### src/source/video_pkg.sv
package video_pkg;

    // ======================================
    // raster position and sync
    // ======================================

    typedef struct packed {
        logic [9:0] col;          // pixel column including blanking.
        logic [9:0] row;          // line number including blanking.
        logic       active;       // inside the visible area.
        logic       hsync;        // low during the horizontal sync pulse.
        logic       vsync;        // low during the vertical sync lines.
        logic       frame_start;  // high for column 0, row 0 only.
    } raster_t;

    // 2 bits each of red, green and blue
    typedef logic [5:0] color_t;

    // idle raster with syncs released and nothing visible.
    localparam raster_t RASTER_IDLE = '{
        col:         10'd0,
        row:         10'd0,
        active:      1'b0,
        hsync:       1'b1,
        vsync:       1'b1,
        frame_start: 1'b0
    };

endpackage

### src/source/game_pkg.sv
package game_pkg;

    // ======================================
    // game objects
    // ======================================

    typedef struct packed {
        logic [9:0] x;  // upper-left corner of the frog.
        logic [9:0] y;
    } frog_pos_t;

    typedef struct packed {
        video_pkg::color_t color;
        logic              opaque;  // layer covers what lies below.
    } layer_px_t;

    // ======================================
    // palette
    // ======================================

    localparam video_pkg::color_t LIGHT_GREEN = 6'b001100;
    localparam video_pkg::color_t YELLOW      = 6'b110100;
    localparam video_pkg::color_t EYE_WHITE   = 6'b111111;
    localparam video_pkg::color_t PUPIL       = 6'b000001;
    localparam video_pkg::color_t MOUTH       = 6'b100000;  // dark red.

    localparam video_pkg::color_t GRASS = 6'b000100;
    localparam video_pkg::color_t WATER = 6'b000011;
    localparam video_pkg::color_t ROAD  = 6'b010101;
    localparam video_pkg::color_t DASH  = 6'b101010;

    // sprite and lane geometry
    localparam int FROG_SIZE      = 32;  // shape table is drawn for this edge.
    localparam int LANE_HEIGHT    = 32;  // power of two.
    localparam int DASH_PERIOD    = 32;
    localparam int DASH_LEN       = 16;
    localparam int DASH_ROW_FIRST = 15;
    localparam int DASH_ROW_LAST  = 16;

endpackage

### src/source/frog_control.sv
`timescale 1ns/100ps

module frog_control #(
    parameter int H_ACTIVE  = 640,
    parameter int V_ACTIVE  = 480,
    parameter int MOVE_STEP = 8
) (
    input  logic                clk,
    input  logic                rst_n,
    input  video_pkg::raster_t  raster,
    input  logic                btn_up,
    input  logic                btn_down,
    input  logic                btn_left,
    input  logic                btn_right,
    output game_pkg::frog_pos_t frog
);

    localparam logic [9:0] X_MAX   = 10'(H_ACTIVE - game_pkg::FROG_SIZE);
    localparam logic [9:0] Y_MAX   = 10'(V_ACTIVE - game_pkg::FROG_SIZE);
    localparam logic [9:0] X_START = 10'(H_ACTIVE / 2 - game_pkg::FROG_SIZE / 2);
    localparam logic [9:0] STEP    = 10'(MOVE_STEP);

    logic                req_up;
    logic                req_down;
    logic                req_left;
    logic                req_right;
    logic [10:0]         x_inc;
    logic [10:0]         y_inc;
    game_pkg::frog_pos_t frog_next;

    assign x_inc = {1'b0, frog.x} + {1'b0, STEP};
    assign y_inc = {1'b0, frog.y} + {1'b0, STEP};

    // opposite requests cancel and each axis clamps to the field.
    always_comb begin
        frog_next = frog;
        if (req_left && !req_right) begin
            frog_next.x = (frog.x < STEP) ? 10'd0 : frog.x - STEP;
        end else if (req_right && !req_left) begin
            frog_next.x = (x_inc > {1'b0, X_MAX}) ? X_MAX : x_inc[9:0];
        end
        if (req_up && !req_down) begin
            frog_next.y = (frog.y < STEP) ? 10'd0 : frog.y - STEP;
        end else if (req_down && !req_up) begin
            frog_next.y = (y_inc > {1'b0, Y_MAX}) ? Y_MAX : y_inc[9:0];
        end
    end

    always_ff @(posedge clk or negedge rst_n) begin
        if (!rst_n) begin
            frog      <= '{x: X_START, y: Y_MAX};
            req_up    <= 1'b0;
            req_down  <= 1'b0;
            req_left  <= 1'b0;
            req_right <= 1'b0;
        end else if (raster.frame_start) begin
            frog      <= frog_next;  // pixel 0,0 is never a frog pixel.
            req_up    <= btn_up;     // served requests drop while a held button stays.
            req_down  <= btn_down;
            req_left  <= btn_left;
            req_right <= btn_right;
        end else begin
            req_up    <= req_up | btn_up;
            req_down  <= req_down | btn_down;
            req_left  <= req_left | btn_left;
            req_right <= req_right | btn_right;
        end
    end

endmodule

### src/source/frog_sprite.sv
`timescale 1ns/100ps

module frog_sprite (
    input  logic                clk,
    input  logic                rst_n,
    input  video_pkg::raster_t  raster,
    input  game_pkg::frog_pos_t frog,
    output game_pkg::layer_px_t layer
);

    logic [10:0]         x_end;
    logic [10:0]         y_end;
    logic                in_frog;
    logic [9:0]          lx;
    logic [9:0]          ly;
    game_pkg::layer_px_t px;

    // inclusive box test in sprite coordinates
    function automatic logic in_box(
        input logic [9:0] u,
        input logic [9:0] v,
        input int         x_lo,
        input int         x_hi,
        input int         y_lo,
        input int         y_hi
    );
        return (int'(u) >= x_lo) && (int'(u) <= x_hi) &&
               (int'(v) >= y_lo) && (int'(v) <= y_hi);
    endfunction

    assign x_end = {1'b0, frog.x} + 11'(game_pkg::FROG_SIZE);
    assign y_end = {1'b0, frog.y} + 11'(game_pkg::FROG_SIZE);

    assign in_frog = (raster.col > frog.x) && ({1'b0, raster.col} < x_end) &&
                     (raster.row > frog.y) && ({1'b0, raster.row} <= y_end);

    assign lx = raster.col - frog.x;
    assign ly = raster.row - frog.y;

    // ======================================
    // shape table, first match wins
    // ======================================

    always_comb begin
        px = '0;
        if (in_frog) begin
            px.opaque = 1'b1;
            if (in_box(lx, ly, 9, 10, 2, 4) || in_box(lx, ly, 21, 22, 2, 4)) begin
                px.color = game_pkg::PUPIL;
            end else if (in_box(lx, ly, 6, 8, 2, 6) || in_box(lx, ly, 23, 25, 2, 6) ||
                         in_box(lx, ly, 6, 10, 5, 6) || in_box(lx, ly, 21, 25, 4, 6)) begin
                px.color = game_pkg::EYE_WHITE;
            end else if (in_box(lx, ly, 12, 19, 16, 18)) begin
                px.color = game_pkg::MOUTH;  // sits inside the body center.
            end else if (in_box(lx, ly, 10, 21, 10, 18)) begin
                px.color = game_pkg::YELLOW;
            end else if (in_box(lx, ly, 4, 27, 6, 20)) begin
                px.color = game_pkg::LIGHT_GREEN;
            end else if (in_box(lx, ly, 2, 7, 20, 25) || in_box(lx, ly, 24, 29, 20, 25)) begin
                px.color = game_pkg::LIGHT_GREEN;  // legs.
            end else begin
                px.opaque = 1'b0;
            end
        end
    end

    always_ff @(posedge clk or negedge rst_n) begin
        if (!rst_n) begin
            layer <= '0;
        end else begin
            layer <= px;
        end
    end

endmodule

### src/source/frogger_display.sv
`timescale 1ns/100ps

module frogger_display #(
    parameter int H_ACTIVE    = 640,
    parameter int H_FRONT     = 16,
    parameter int H_SYNC      = 96,
    parameter int H_BACK      = 48,
    parameter int V_ACTIVE    = 480,
    parameter int V_FRONT     = 10,
    parameter int V_SYNC      = 2,
    parameter int V_BACK      = 33,
    parameter int MOVE_STEP   = 8,
    parameter int SCROLL_STEP = 4
) (
    input  logic              clk,
    input  logic              rst_n,
    input  logic              btn_up,
    input  logic              btn_down,
    input  logic              btn_left,
    input  logic              btn_right,
    output video_pkg::color_t color,
    output logic              hsync,
    output logic              vsync,
    output logic              active
);

    video_pkg::raster_t  raster;
    game_pkg::frog_pos_t frog;
    game_pkg::layer_px_t sprite_px;
    game_pkg::layer_px_t background_px;

    // ======================================
    // raster and frog position
    // ======================================

    video_timing #(
        .H_ACTIVE(H_ACTIVE), .H_FRONT(H_FRONT), .H_SYNC(H_SYNC), .H_BACK(H_BACK),
        .V_ACTIVE(V_ACTIVE), .V_FRONT(V_FRONT), .V_SYNC(V_SYNC), .V_BACK(V_BACK)
    ) i_video_timing (
        .clk   (clk),
        .rst_n (rst_n),
        .raster(raster)
    );

    frog_control #(
        .H_ACTIVE (H_ACTIVE),
        .V_ACTIVE (V_ACTIVE),
        .MOVE_STEP(MOVE_STEP)
    ) i_frog_control (
        .clk      (clk),
        .rst_n    (rst_n),
        .raster   (raster),
        .btn_up   (btn_up),
        .btn_down (btn_down),
        .btn_left (btn_left),
        .btn_right(btn_right),
        .frog     (frog)
    );

    // ======================================
    // layers and output
    // ======================================

    frog_sprite i_frog_sprite (
        .clk   (clk),
        .rst_n (rst_n),
        .raster(raster),
        .frog  (frog),
        .layer (sprite_px)
    );

    lane_background #(
        .V_ACTIVE   (V_ACTIVE),
        .SCROLL_STEP(SCROLL_STEP)
    ) i_lane_background (
        .clk   (clk),
        .rst_n (rst_n),
        .raster(raster),
        .layer (background_px)
    );

    pixel_mixer i_pixel_mixer (
        .clk       (clk),
        .rst_n     (rst_n),
        .raster    (raster),
        .sprite    (sprite_px),
        .background(background_px),
        .color     (color),
        .hsync     (hsync),
        .vsync     (vsync),
        .active    (active)
    );

endmodule

### src/source/lane_background.sv
`timescale 1ns/100ps

module lane_background #(
    parameter int V_ACTIVE    = 480,
    parameter int SCROLL_STEP = 4
) (
    input  logic                clk,
    input  logic                rst_n,
    input  video_pkg::raster_t  raster,
    output game_pkg::layer_px_t layer
);

    localparam int         BAND_SHIFT = $clog2(game_pkg::LANE_HEIGHT);
    localparam logic [9:0] LAST_BAND  = 10'(V_ACTIVE / game_pkg::LANE_HEIGHT - 1);
    localparam logic [9:0] BAND_MASK  = 10'(game_pkg::LANE_HEIGHT - 1);
    localparam logic [9:0] DASH_MASK  = 10'(game_pkg::DASH_PERIOD - 1);
    localparam logic [9:0] STEP       = 10'(SCROLL_STEP);

    logic [9:0]          offset;
    logic                scroll_armed;  // first frame after reset keeps offset 0.
    logic [9:0]          band;
    logic [9:0]          band_row;
    logic [9:0]          phase;
    logic                dash;
    game_pkg::layer_px_t px;

    assign band     = raster.row >> BAND_SHIFT;
    assign band_row = raster.row & BAND_MASK;
    assign phase    = (raster.col + offset) & DASH_MASK;
    assign dash     = (int'(band_row) >= game_pkg::DASH_ROW_FIRST) &&
                      (int'(band_row) <= game_pkg::DASH_ROW_LAST) &&
                      (int'(phase) < game_pkg::DASH_LEN);

    always_comb begin
        px.opaque = 1'b1;  // background is always solid.
        if (band == 10'd0 || band >= LAST_BAND) begin
            px.color = game_pkg::GRASS;
        end else if (band[0]) begin
            px.color = game_pkg::WATER;
        end else begin
            px.color = dash ? game_pkg::DASH : game_pkg::ROAD;
        end
    end

    always_ff @(posedge clk or negedge rst_n) begin
        if (!rst_n) begin
            offset       <= '0;
            scroll_armed <= 1'b0;
            layer        <= '0;
        end else begin
            layer <= px;
            if (raster.frame_start) begin
                scroll_armed <= 1'b1;
                if (scroll_armed) begin
                    offset <= offset + STEP;  // wraps cleanly since the period divides 1024.
                end
            end
        end
    end

endmodule

### src/source/pixel_mixer.sv
`timescale 1ns/100ps

module pixel_mixer (
    input  logic                clk,
    input  logic                rst_n,
    input  video_pkg::raster_t  raster,
    input  game_pkg::layer_px_t sprite,
    input  game_pkg::layer_px_t background,
    output video_pkg::color_t   color,
    output logic                hsync,
    output logic                vsync,
    output logic                active
);

    video_pkg::raster_t raster_d;  // lines up with the registered layers.
    video_pkg::color_t  mixed;

    assign mixed = sprite.opaque ? sprite.color : background.color;

    always_ff @(posedge clk or negedge rst_n) begin
        if (!rst_n) begin
            raster_d <= video_pkg::RASTER_IDLE;
            color    <= '0;
            hsync    <= 1'b1;
            vsync    <= 1'b1;
            active   <= 1'b0;
        end else begin
            raster_d <= raster;
            color    <= raster_d.active ? mixed : 6'd0;  // black in blanking.
            hsync    <= raster_d.hsync;
            vsync    <= raster_d.vsync;
            active   <= raster_d.active;
        end
    end

endmodule

### src/source/video_timing.sv
`timescale 1ns/100ps

module video_timing #(
    parameter int H_ACTIVE = 640,
    parameter int H_FRONT  = 16,
    parameter int H_SYNC   = 96,
    parameter int H_BACK   = 48,
    parameter int V_ACTIVE = 480,
    parameter int V_FRONT  = 10,
    parameter int V_SYNC   = 2,
    parameter int V_BACK   = 33
) (
    input  logic               clk,
    input  logic               rst_n,
    output video_pkg::raster_t raster
);

    localparam logic [9:0] H_LAST     = 10'(H_ACTIVE + H_FRONT + H_SYNC + H_BACK - 1);
    localparam logic [9:0] V_LAST     = 10'(V_ACTIVE + V_FRONT + V_SYNC + V_BACK - 1);
    localparam logic [9:0] H_VISIBLE  = 10'(H_ACTIVE);
    localparam logic [9:0] V_VISIBLE  = 10'(V_ACTIVE);
    localparam logic [9:0] H_SYNC_ON  = 10'(H_ACTIVE + H_FRONT);
    localparam logic [9:0] H_SYNC_OFF = 10'(H_ACTIVE + H_FRONT + H_SYNC);
    localparam logic [9:0] V_SYNC_ON  = 10'(V_ACTIVE + V_FRONT);
    localparam logic [9:0] V_SYNC_OFF = 10'(V_ACTIVE + V_FRONT + V_SYNC);

    logic [9:0]         h_cnt;
    logic [9:0]         v_cnt;
    video_pkg::raster_t pos;

    always_ff @(posedge clk or negedge rst_n) begin
        if (!rst_n) begin
            h_cnt <= '0;
            v_cnt <= '0;
        end else if (h_cnt == H_LAST) begin
            h_cnt <= '0;
            v_cnt <= (v_cnt == V_LAST) ? 10'd0 : v_cnt + 10'd1;  // wraps at frame total.
        end else begin
            h_cnt <= h_cnt + 10'd1;
        end
    end

    always_comb begin
        pos.col         = h_cnt;
        pos.row         = v_cnt;
        pos.active      = (h_cnt < H_VISIBLE) && (v_cnt < V_VISIBLE);
        pos.hsync       = !((h_cnt >= H_SYNC_ON) && (h_cnt < H_SYNC_OFF));
        pos.vsync       = !((v_cnt >= V_SYNC_ON) && (v_cnt < V_SYNC_OFF));  // whole lines.
        pos.frame_start = (h_cnt == 10'd0) && (v_cnt == 10'd0);
    end

    always_ff @(posedge clk or negedge rst_n) begin
        if (!rst_n) begin
            raster <= video_pkg::RASTER_IDLE;
        end else begin
            raster <= pos;
        end
    end

endmodule

### config.mk
export PLATFORM = sky130hd
export DESIGN_NAME = frogger_display
export DESIGN_NICKNAME = d
export VERILOG_FILES = /design/src/source/video_pkg.sv /design/src/source/game_pkg.sv /design/src/source/frog_control.sv /design/src/source/frog_sprite.sv /design/src/source/frogger_display.sv /design/src/source/lane_background.sv /design/src/source/pixel_mixer.sv /design/src/source/video_timing.sv
export SDC_FILE = /design/constraint.sdc
export NUM_CORES = 1
export LEC_CHECK = 0
export BUFFER_PORTS_ARGS = -buffer_cell sky130_fd_sc_hd__buf_2
export CORE_MARGIN = 3
export CORE_UTILIZATION = 40
export CTS_BUF_LIST = sky130_fd_sc_hd__clkbuf_4
export DETAILED_ROUTE_END_ITERATION = 7
export HOLD_SLACK_MARGIN = 0.05
export PLACE_DENSITY = 0.56
export SYNTH_ARGS = -nofsm -noshare
export SYNTH_HDL_FRONTEND = slang
export SYNTH_HIERARCHICAL = 1
export SYNTH_SLANG_ARGS = --single-unit
### constraint.sdc
create_clock -name clk -period 3.61 [get_ports clk]
set_input_delay 0.1805 -clock clk [delete_from_list [all_inputs] [get_ports clk]]
set_output_delay 0.1805 -clock clk [all_outputs]
set_load 0.02 [all_outputs]
==> results_dict.tcl, run 1 <==
set metrics [dict create \
    outcome "finished, final reports clean" \
    first_global_vias 5184 \
    max_clock_freq_mhz 296.9 \
    floorplan.initialDensity_pct 41.10 \
    layout_commonest_cell "dfrtp_1" \
    synthesis.area_per_instance_um2 9.126 \
    synthCells 718 \
    layout_common_cells "dfrtp_1, ha_1, inv_1" \
    area_growth_pct 6.664 \
    drtAntennaViolNets 0 \
    regArea_mm2 0.002267 \
    netlist_area_mm2 0.006553 \
    gr-total-overflow 0 \
    io_buffers 14 \
    cts_root_buffer "clkbuf_4" \
    multi_input_area_mm2 0.003916 \
    drv_slew 0 \
    reg2reg_from "i_frog_control/frog[6]$_DFFE_PN1P_" \
    final_nets 782 \
    clk_latency_ns 0.46 \
    r2r_setup_slack_ns 0.24 \
    wl_per_cell_um 16.41 \
    powerDensity_mw_per_mm2 254.6 \
    die-width_um 134.0 \
    fp-row-count 46 \
    fin_util_pct 43.84 \
    post-route-min-period_ns 3.368 \
    final-hold-violation-count 0 \
    dieArea_mm2 0.01795 \
    drv_cap 0 \
    worst_hold_path_type "input port to async pin" \
    grt_antenna_before_repair 1 \
    first_pass_iters 5 \
    fillers 1553 \
    p_total_mw 1.780 \
    yosysWarnings 6 \
    drtIter0Drc 476 \
    fp.coreArea_mm2 0.01594 \
    critPathMaxFanout 9 \
    reg2reg_depth 10 \
    cts.sinks 90 \
    cp.required_ns 4.00 \
    arrival_ns 3.75 \
    power_leakage_nw 2.966 \
    grt_usage_pct 17.83 \
    post-route-period-util_pct 93.30 \
    grt_max_degree 70 \
    tightest_slew_ns 0.8747 \
    die-height_um 134.0 \
    irDropWorstVdd_mv 0.2318 \
    slew_headroom_pct 41.69 \
    num_vias 5560 \
    startpoint "i_frog_control/frog[6]$_DFFE_PN1P_" \
    cts_max_path_buffers 2 \
    avgViaCountPerCell 5.840 \
    end_kind "register" \
    cts_max_level 3 \
    finClkSkew_ns 0.01906 \
    clkTransAtPathRegs_ns 0.16 \
    startpoint_type "register" \
    drt-total-wl_um 15620 \
    cts_tree "done" \
    crit_type "register to register" \
    cts_buffers 9 \
    drc 0 \
    setup_viol 0 \
    grt_pass1_wl_um 26100 \
    drive_above_1_share_pct 11.56 \
    top_level_ports 15 \
    hpwl_um 11650 \
    gp_congestion 0.8966 \
]
-- repair_timing --
item | 4_1_cts | 5_1_grt
resized for setup | 0 | 0
setup endpoints to repair | 0 | 2
hold endpoints to repair | 64 | 0
setup buffers | 0 | 3
hold buffers | 5 | 0
-- flip-flops by register name, indices dropped and copies added (netlist names), 3 cells and up --
register and count:
i_lane_background/offset 3, i_frog_control/frog 14, i_lane_background/layer 5, i_video_timing/raster 24
i_pixel_mixer/raster_d 3, i_video_timing/h_cnt 10, i_video_timing/v_cnt 10, i_frog_sprite/layer 7
i_pixel_mixer/color 6
-- critical path, cell delays in order (launching register included) --
cell	delay [ns]
dfstp_2	0.63
inv_1	0.06
ha_1	0.38
a211o_1	0.32
a311oi_1	0.26
o2111ai_1	0.15
a22oi_2	0.23
nand3_1	0.14
or4_1	0.55
a211o_1	0.35
a311oi_2	0.23
-- area by class of cell --
class                   count  area share (%)
diodes                      1         0.03580
clock buffers               9          0.9667
clock inverters             7          0.8235
inverters                  44           2.363
multi-input cells         550           56.03
flip-flops and latches     90           32.44
well taps                 216           3.867
repair buffers             35           3.473
-- per-stage QoR --
step	setup WS (ns)	instance area (um2)	setup TNS, ns	cells	hold slack [ns]
after detailed placement	0.2418	6789	0	927	0.3449
after global routing	-0.001307	6989	-0.001307	952	0.3767
after floorplan	0.4688	6571	0	723	-0.1151
final	0.2419	6989	0	952	0.3446
after global placement	0.3088	6789	0	927	0.3384
after CTS	0.2025	6964	0	948	0.3619
-- final timing paths --
| path | to |
|---|---|
| max | i_frog_sprite/layer[3]$_DFF_PN0_ |
| min | i_frog_control/frog[4]$_DFFE_PN0P_ |
| max reg2reg | i_frog_sprite/layer[3]$_DFF_PN0_ |
| min reg2reg | i_pixel_mixer/raster_d[1]$_DFF_PN1_ |
| max in group asynchronous | i_pixel_mixer/raster_d[2]$_DFF_PN1_ |
| min in group clk | i_pixel_mixer/raster_d[1]$_DFF_PN1_ |
-- power breakdown --
part           switching [mW]  internal, mW  total (mW)
combinational           0.142        0.0791       0.221
clock                   0.384         0.154       0.539
sequential            0.00667          1.01        1.02
-- routing by layer --
metal	vias to the layer above	track usage (%)	wire [um]
li1	2692	-	-
met1	2711	24.56	7259
met2	133	28.24	7454
met3	24	3.113	573
met4	0	6.629	330
met5	-	0	0
Note: power is estimated with default switching activity, not from simulation.
==> inputs of run 2 (changes only) <==
Settings changed: CORE_UTILIZATION 40 to 30, PLACE_DENSITY 0.56 to 0.45.
==> run 2 against run 1 <==
  * Clock power increased by 17%
  * Cell area grew 2.3%
  * Sequential cell count unchanged
  * Critical path depth unchanged
  * Power increased by 5.6%
  * Non-clock buffer count is 6 higher
  * Die area increased by 32%
  * Via count down 2.6%
  * Clock skew is 0.00085 ns higher
==> results_dict.tcl, run 2 (synthesized netlist as in run 1, its figures left out) <==
set metrics [dict create \
    final_nets 788 \
    arrival_ns 3.72 \
    largest_registers "i_video_timing/raster (24), i_frog_control/frog (14)" \
    slew_headroom_pct 45.18 \
    crit_family "compound AO/OA/AOI/OAI gates" \
    top_register "i_video_timing/raster" \
    regArea_mm2 0.002267 \
    grt_max_degree 64 \
    area_growth_pct 9.070 \
    clkTransAtPathRegs_ns 0.14 \
    finClkSkew_ns 0.01991 \
    final.setup.tns_ns 0 \
    whs_ns 0.3657 \
    die-width_um 153.8 \
    hpwl_um 12110 \
    io_buffers 14 \
    fp-row-count 53 \
    cts_buffers 9 \
    crit_type "register to register" \
    grt_pass1_wl_um 26880 \
    drt-total-wl_um 15740 \
    end_kind "register" \
    largest_reg_flops 24 \
    post-route-period-util_pct 93.69 \
    cts_root_buffer "clkbuf_4" \
    tightest_slew_ns 0.8223 \
    fp.coreArea_mm2 0.02122 \
    drc 0 \
    drtAntennaViolNets 0 \
    irDropWorstVdd_mv 0.1704 \
    cts_max_path_buffers 2 \
    floorplan.initialDensity_pct 30.88 \
    worst_hold_path_type "input port to async pin" \
    first_pass_iters 5 \
    p_total_mw 1.879 \
    grt_usage_pct 13.69 \
    layout_commonest_cell "dfrtp_1" \
    cts_tree "done" \
    top_level_ports 15 \
    rsz0062_at_grt "no" \
    cts_max_level 3 \
    die-height_um 153.8 \
    setup_viol 0 \
    powerDensity_mw_per_mm2 262.9 \
    first_global_vias 5306 \
    pre_cts_ws_ns 0.2451 \
    gp_congestion 0.8798 \
    grt_antenna_before_repair 1 \
    cts.sinks 90 \
    max_stage_delay_ns 0.61 \
    path_cells "inv_1 > ha_1 > and2_1 > a221o_1 > o21ai_0 > o2111a_2 > o211ai_4 > or4_1 > a211o_1 > a311oi_2" \
    drv_slew 0 \
    layout_common_cells "dfrtp_1, ha_1, inv_1" \
    crit_path_top_delay_cell "dfstp_2" \
    drtIter0Drc 378 \
    power_leakage_nw 3.015 \
    num_vias 5417 \
    critPathMaxFanout 7 \
    path_buf_inv 1 \
    multi_input_area_mm2 0.003916 \
    fin_util_pct 33.68 \
    wl_per_cell_um 15.48 \
    max_clock_freq_mhz 295.7 \
    dieArea_mm2 0.02365 \
    avgViaCountPerCell 5.326 \
    final-hold-violation-count 0 \
    gr-total-overflow 0 \
    fillers 2216 \
    post_cts_resized 0 \
    post-route-min-period_ns 3.382 \
    drive_above_1_share_pct 12.28 \
    clk_latency_ns 0.45 \
    outcome "finished, final reports clean" \
    cp.required_ns 3.95 \
    setup_ws_ns 0.2278 \
    drv_cap 0 \
    startpoint_type "register" \
]
[run 2: changes by cell type in the layout (fill, tap and decap cells not counted), sizes merged]
| cell | before | now |
|---|---|---|
| inv | 49 | 46 |
| clkinv | 1 | 2 |
| buf | 30 | 36 |
| bufinv | 0 | 2 |
| clkbuf | 9 | 10 |
| clkinvlp | 1 | 0 |
[run 2: what timing repair did]
action                     CTS  global route
hold buffers                 5             0
hold endpoints to repair    57             0
setup endpoints to repair    0             1
setup buffers                0             3
[run 2: cell type report]
cell class	count	area share, %
Antenna cell	1	0.03501
Clock buffer	10	1.050
Clock inverter	6	1.243
Inverter	44	2.311
Multi-Input combinational cell	550	54.80
Sequential cell	90	31.72
Tap cell	275	4.814
Timing Repair Buffer	41	4.027
[run 2: report_power, final]
| group | internal, mW | switching (mW) | total (mW) |
|---|---|---|---|
| clock | 0.293 | 0.341 | 0.633 |
| sequential | 1.01 | 0.00358 | 1.02 |
| combinational | 0.0865 | 0.142 | 0.229 |
[run 2: worst paths after layout]
path | from | to | slack, ns | depth (start not counted)
setup / recovery | i_frog_control/frog[14]$_DFFE_PN1P_ | i_frog_sprite/layer[3]$_DFF_PN0_ | 0.23 | 10
hold / removal | rst_n | i_frog_control/frog[13]$_DFFE_PN0P_ | 0.37 | 2
setup reg to reg | i_frog_control/frog[14]$_DFFE_PN1P_ | i_frog_sprite/layer[3]$_DFF_PN0_ | 0.23 | 10
hold reg to reg | i_pixel_mixer/raster_d[2]$_DFF_PN1_ | i_pixel_mixer/hsync$_DFF_PN1_ | 0.37 | 0
max in group asynchronous | rst_n | i_frog_control/frog[8]$_DFFE_PN1P_ | 2.33 | 3
min in group clk | i_pixel_mixer/raster_d[2]$_DFF_PN1_ | i_pixel_mixer/hsync$_DFF_PN1_ | 0.37 | 0
[run 2: layer usage]
metal | part of all wire, % | global-route usage (%)
met5 | 0 | 0
met4 | 0.40 | 2.271
met3 | 3.8 | 3.068
met2 | 46 | 21.45
met1 | 50 | 19.73
[run 2: stage by stage]
stage / area, um2 / std cells
2_1_floorplan: 6571 / 723
3_3_place_gp: 6908 / 992
3_5_place_dp: 6908 / 992
4_1_cts: 7122 / 1013
5_1_grt: 7147 / 1017
6_report: 7147 / 1017
==> inputs of run 3 (changes only) <==
Settings changed: SYNTH_HIERARCHICAL 1 to default.
==> run 3 against run 2 <==
  * Sequential power about the same
  * Via count decreased by 14%
  * Sequential share of layout area increased by 4.2 points
  * Non-clock buffer count fell by 9
  * Fmax down 0.54%
  * Combinational power is 4% lower
  * Worst hold slack got worse by 0.23 ns
  * Critical endpoint is now i_frog_sprite.layer[5]$_DFF_PN0_
  * Largest power group unchanged
  * Highest routed layer unchanged
==> results_dict.tcl, run 3 <==
set metrics [dict create \
    cts.sinks 90 \
    synth_mux_area_share_pct 1.242 \
    seq_power_share_pct 56.1 \
    netlist_area_mm2 0.005744 \
    final.setup.tns_ns 0 \
    synthesis.area_per_instance_um2 9.018 \
    yosysWarnings 0 \
    synthAdderAreaFrac_pct 9.366 \
    p_sw_share_pct 30.72 \
    power_leakage_nw 2.683 \
    startpoint_type "register" \
    net-switching-power_uw 560.5 \
    final_nets 707 \
    synth-async-reset-ratio_pct 100.0 \
    fp.coreArea_mm2 0.01839 \
    finClkSkew_ns 0.02718 \
    irDropWorstVdd_mv 0.1420 \
    post-route-period-util_pct 94.20 \
    drv_cap 0 \
    post-route-min-period_ns 3.401 \
    synth_ff_type "dfrtp_1" \
    die-height_um 144.4 \
    outcome "finished, final reports clean" \
    area_growth_pct 9.911 \
    synth.area.top_cells "dfrtp_1, ha_1, dfstp_2" \
    power_frac_comb_pct 12.0 \
    gr-total-overflow 0 \
    cts_root_buffer "clkbuf_4" \
    worst_hold_path_type "input port to async pin" \
    grt_antenna_before_repair 1 \
    setup_viol 0 \
    yosysTopAreaCell "dfrtp_1" \
    grt_usage_pct 14.42 \
    cts_tree "done" \
    yosysTopAreaCellShare_pct 33.98 \
    top_level_ports 15 \
    cts_max_level 3 \
    drtAntennaViolNets 0 \
    drt-total-wl_um 14360 \
    grt_max_degree 41 \
    hpwl_um 11130 \
    io_buffers 14 \
    cp.required_ns 4.01 \
    design_area_mm2 0.006314 \
    drtIter0Drc 441 \
    wl_per_cell_um 16.09 \
    cts_buffers 9 \
    synth-seq-area-share_pct 39.47 \
    crit_type "register to register" \
    floorplan.initialDensity_pct 31.23 \
    synth-simple-area-share_pct 21.48 \
    end_kind "register" \
    rsz0062_at_grt "no" \
    gp_congestion 0.8795 \
    dieArea_mm2 0.02084 \
    synth_top_family_by_area "simple AND/OR/NAND/NOR gates" \
    slew_headroom_pct 49.07 \
    drc 0 \
    synth.most_common_cell "dfrtp_1" \
    max_clock_freq_mhz 294.1 \
    grt_pass1_wl_um 23540 \
    drive_above_1_share_pct 10.86 \
    synth_cell_type_count 70 \
    synthCells 637 \
    synth-edff-count 0 \
    critPathMaxFanout 9 \
    die-width_um 144.4 \
    placed_area_mm2 0.006107 \
    avgViaCountPerCell 5.218 \
    num_vias 4660 \
    clk_latency_ns 0.48 \
    powerDensity_mw_per_mm2 289.0 \
    first_pass_iters 4 \
    synth_seq_cells 90 \
    fp-row-count 49 \
    layout_common_cells "dfrtp_1, nand2_1, nor2_1" \
    cts_max_path_buffers 2 \
    tightest_slew_ns 0.7574 \
    largest_registers "i_video_timing.raster (24), i_frog_control.frog (14)" \
    drv_slew 0 \
    layout_commonest_cell "dfrtp_1" \
    synth_xor_area_share_pct 6.556 \
    intPower_mw 1.264 \
    first_global_vias 4362 \
    synthTopCellsByCount "dfrtp_1, nand2_1, nor2_1" \
    arrival_ns 3.80 \
    final-hold-violation-count 0 \
    synth_compound_area_share_pct 17.64 \
    largest_reg_flops 24 \
    top_register "i_video_timing.raster" \
    p_clk_share_pct 31.9 \
    clkTransAtPathRegs_ns 0.17 \
]
==> run 3: power by group through the flow <==
stage / registers [mW] / logic [mW] / clock network (mW)
final: 1.02 / 0.220 / 0.582
after global routing: 1.02 / 0.247 / 0.664
after CTS: 1.02 / 0.220 / 0.617
after detailed placement: 1.04 / 0.215 / 0
after global placement: 1.04 / 0.216 / 0
after floorplan: 1.04 / 0.149 / 0
==> run 3: area by class of cell <==
type	instances	area, um2
fillers	1926	12080
multi-input cells	488	3252
flip-flops and latches	90	2267
well taps	229	286.5
repair buffers	32	220.2
inverters	37	138.9
clock inverters	7	78.83
clock buffers	9	67.56
diodes	1	2.502
==> run 3: path summary, 6_finish.rpt <==
| check | to | slack (ns) | cells after the start | start |
|---|---|---|---|---|
| setup / recovery | i_frog_sprite.layer[5]$_DFF_PN0_ | 0.21 | 10 | i_frog_control.frog[18]$_DFFE_PN1P_ |
| setup reg to reg | i_frog_sprite.layer[5]$_DFF_PN0_ | 0.21 | 10 | i_frog_control.frog[18]$_DFFE_PN1P_ |
| max in group asynchronous | i_pixel_mixer.hsync$_DFF_PN1_ | 2.64 | 3 | rst_n |
| hold reg to reg | i_pixel_mixer.raster_d[2]$_DFF_PN1_ | 0.37 | 0 | i_video_timing.raster[2]$_DFF_PN1_ |
| hold / removal | i_frog_control.frog[19]$_DFFE_PN0P_ | 0.13 | 2 | rst_n |
| min in group clk | i_pixel_mixer.raster_d[2]$_DFF_PN1_ | 0.37 | 0 | i_video_timing.raster[2]$_DFF_PN1_ |
==> run 3: cell families after synthesis <==
family / after synthesis
xor+xnor: 43
fa+ha+maj: 43
buf+inv: 60
compound gates: 158
flops: 90
simple gates: 234
mux: 7
other cells: 2
==> run 3: critical path: stages (launching register included) <==
cell      delay (ns)
dfstp_2         0.65
clkinv_1        0.12
ha_2            0.38
o21ai_0         0.10
nand3b_1        0.08
o21ai_0         0.08
or4b_1          0.51
or4_4           0.56
or4_1           0.55
buf_4           0.17
a21oi_1         0.12
==> run 3: layer usage <==
metal  GRT usage (%)  wire [um]  vias up
li1                -          -     2327
met1           21.66       7479     2248
met2           20.70       6138       77
met3           3.869        616        8
met4           3.093        130        0
met5               0          0        -
==> run 3: repair_timing <==
item                                    in CTS  in global routing
hold endpoints to repair                    50                  0
setup buffers                                0                  0
hold buffers                                 5                  0
endpoints found under the setup margin       0                  1
gates resized for setup                      0                  2
==> run 3: metrics by stage <==
| stage | instances | setup slack, ns | hold WS [ns] | utilization [%] | power [mW] |
|---|---|---|---|---|---|
| 6_report | 893 | 0.2093 | 0.1340 | 34.33 | 1.824 |
| 5_1_grt | 893 | 0.03629 | 0.09627 | 34.33 | 1.936 |
| 4_1_cts | 892 | 0.1707 | 0.1026 | 34.27 | 1.860 |
| 3_5_place_dp | 871 | 0.1936 | 0.1280 | 33.20 | 1.255 |
| 3_3_place_gp | 871 | 0.2732 | 0.1274 | 33.20 | 1.256 |
| 2_1_floorplan | 638 | 0.01791 | -0.1151 | - | 1.188 |
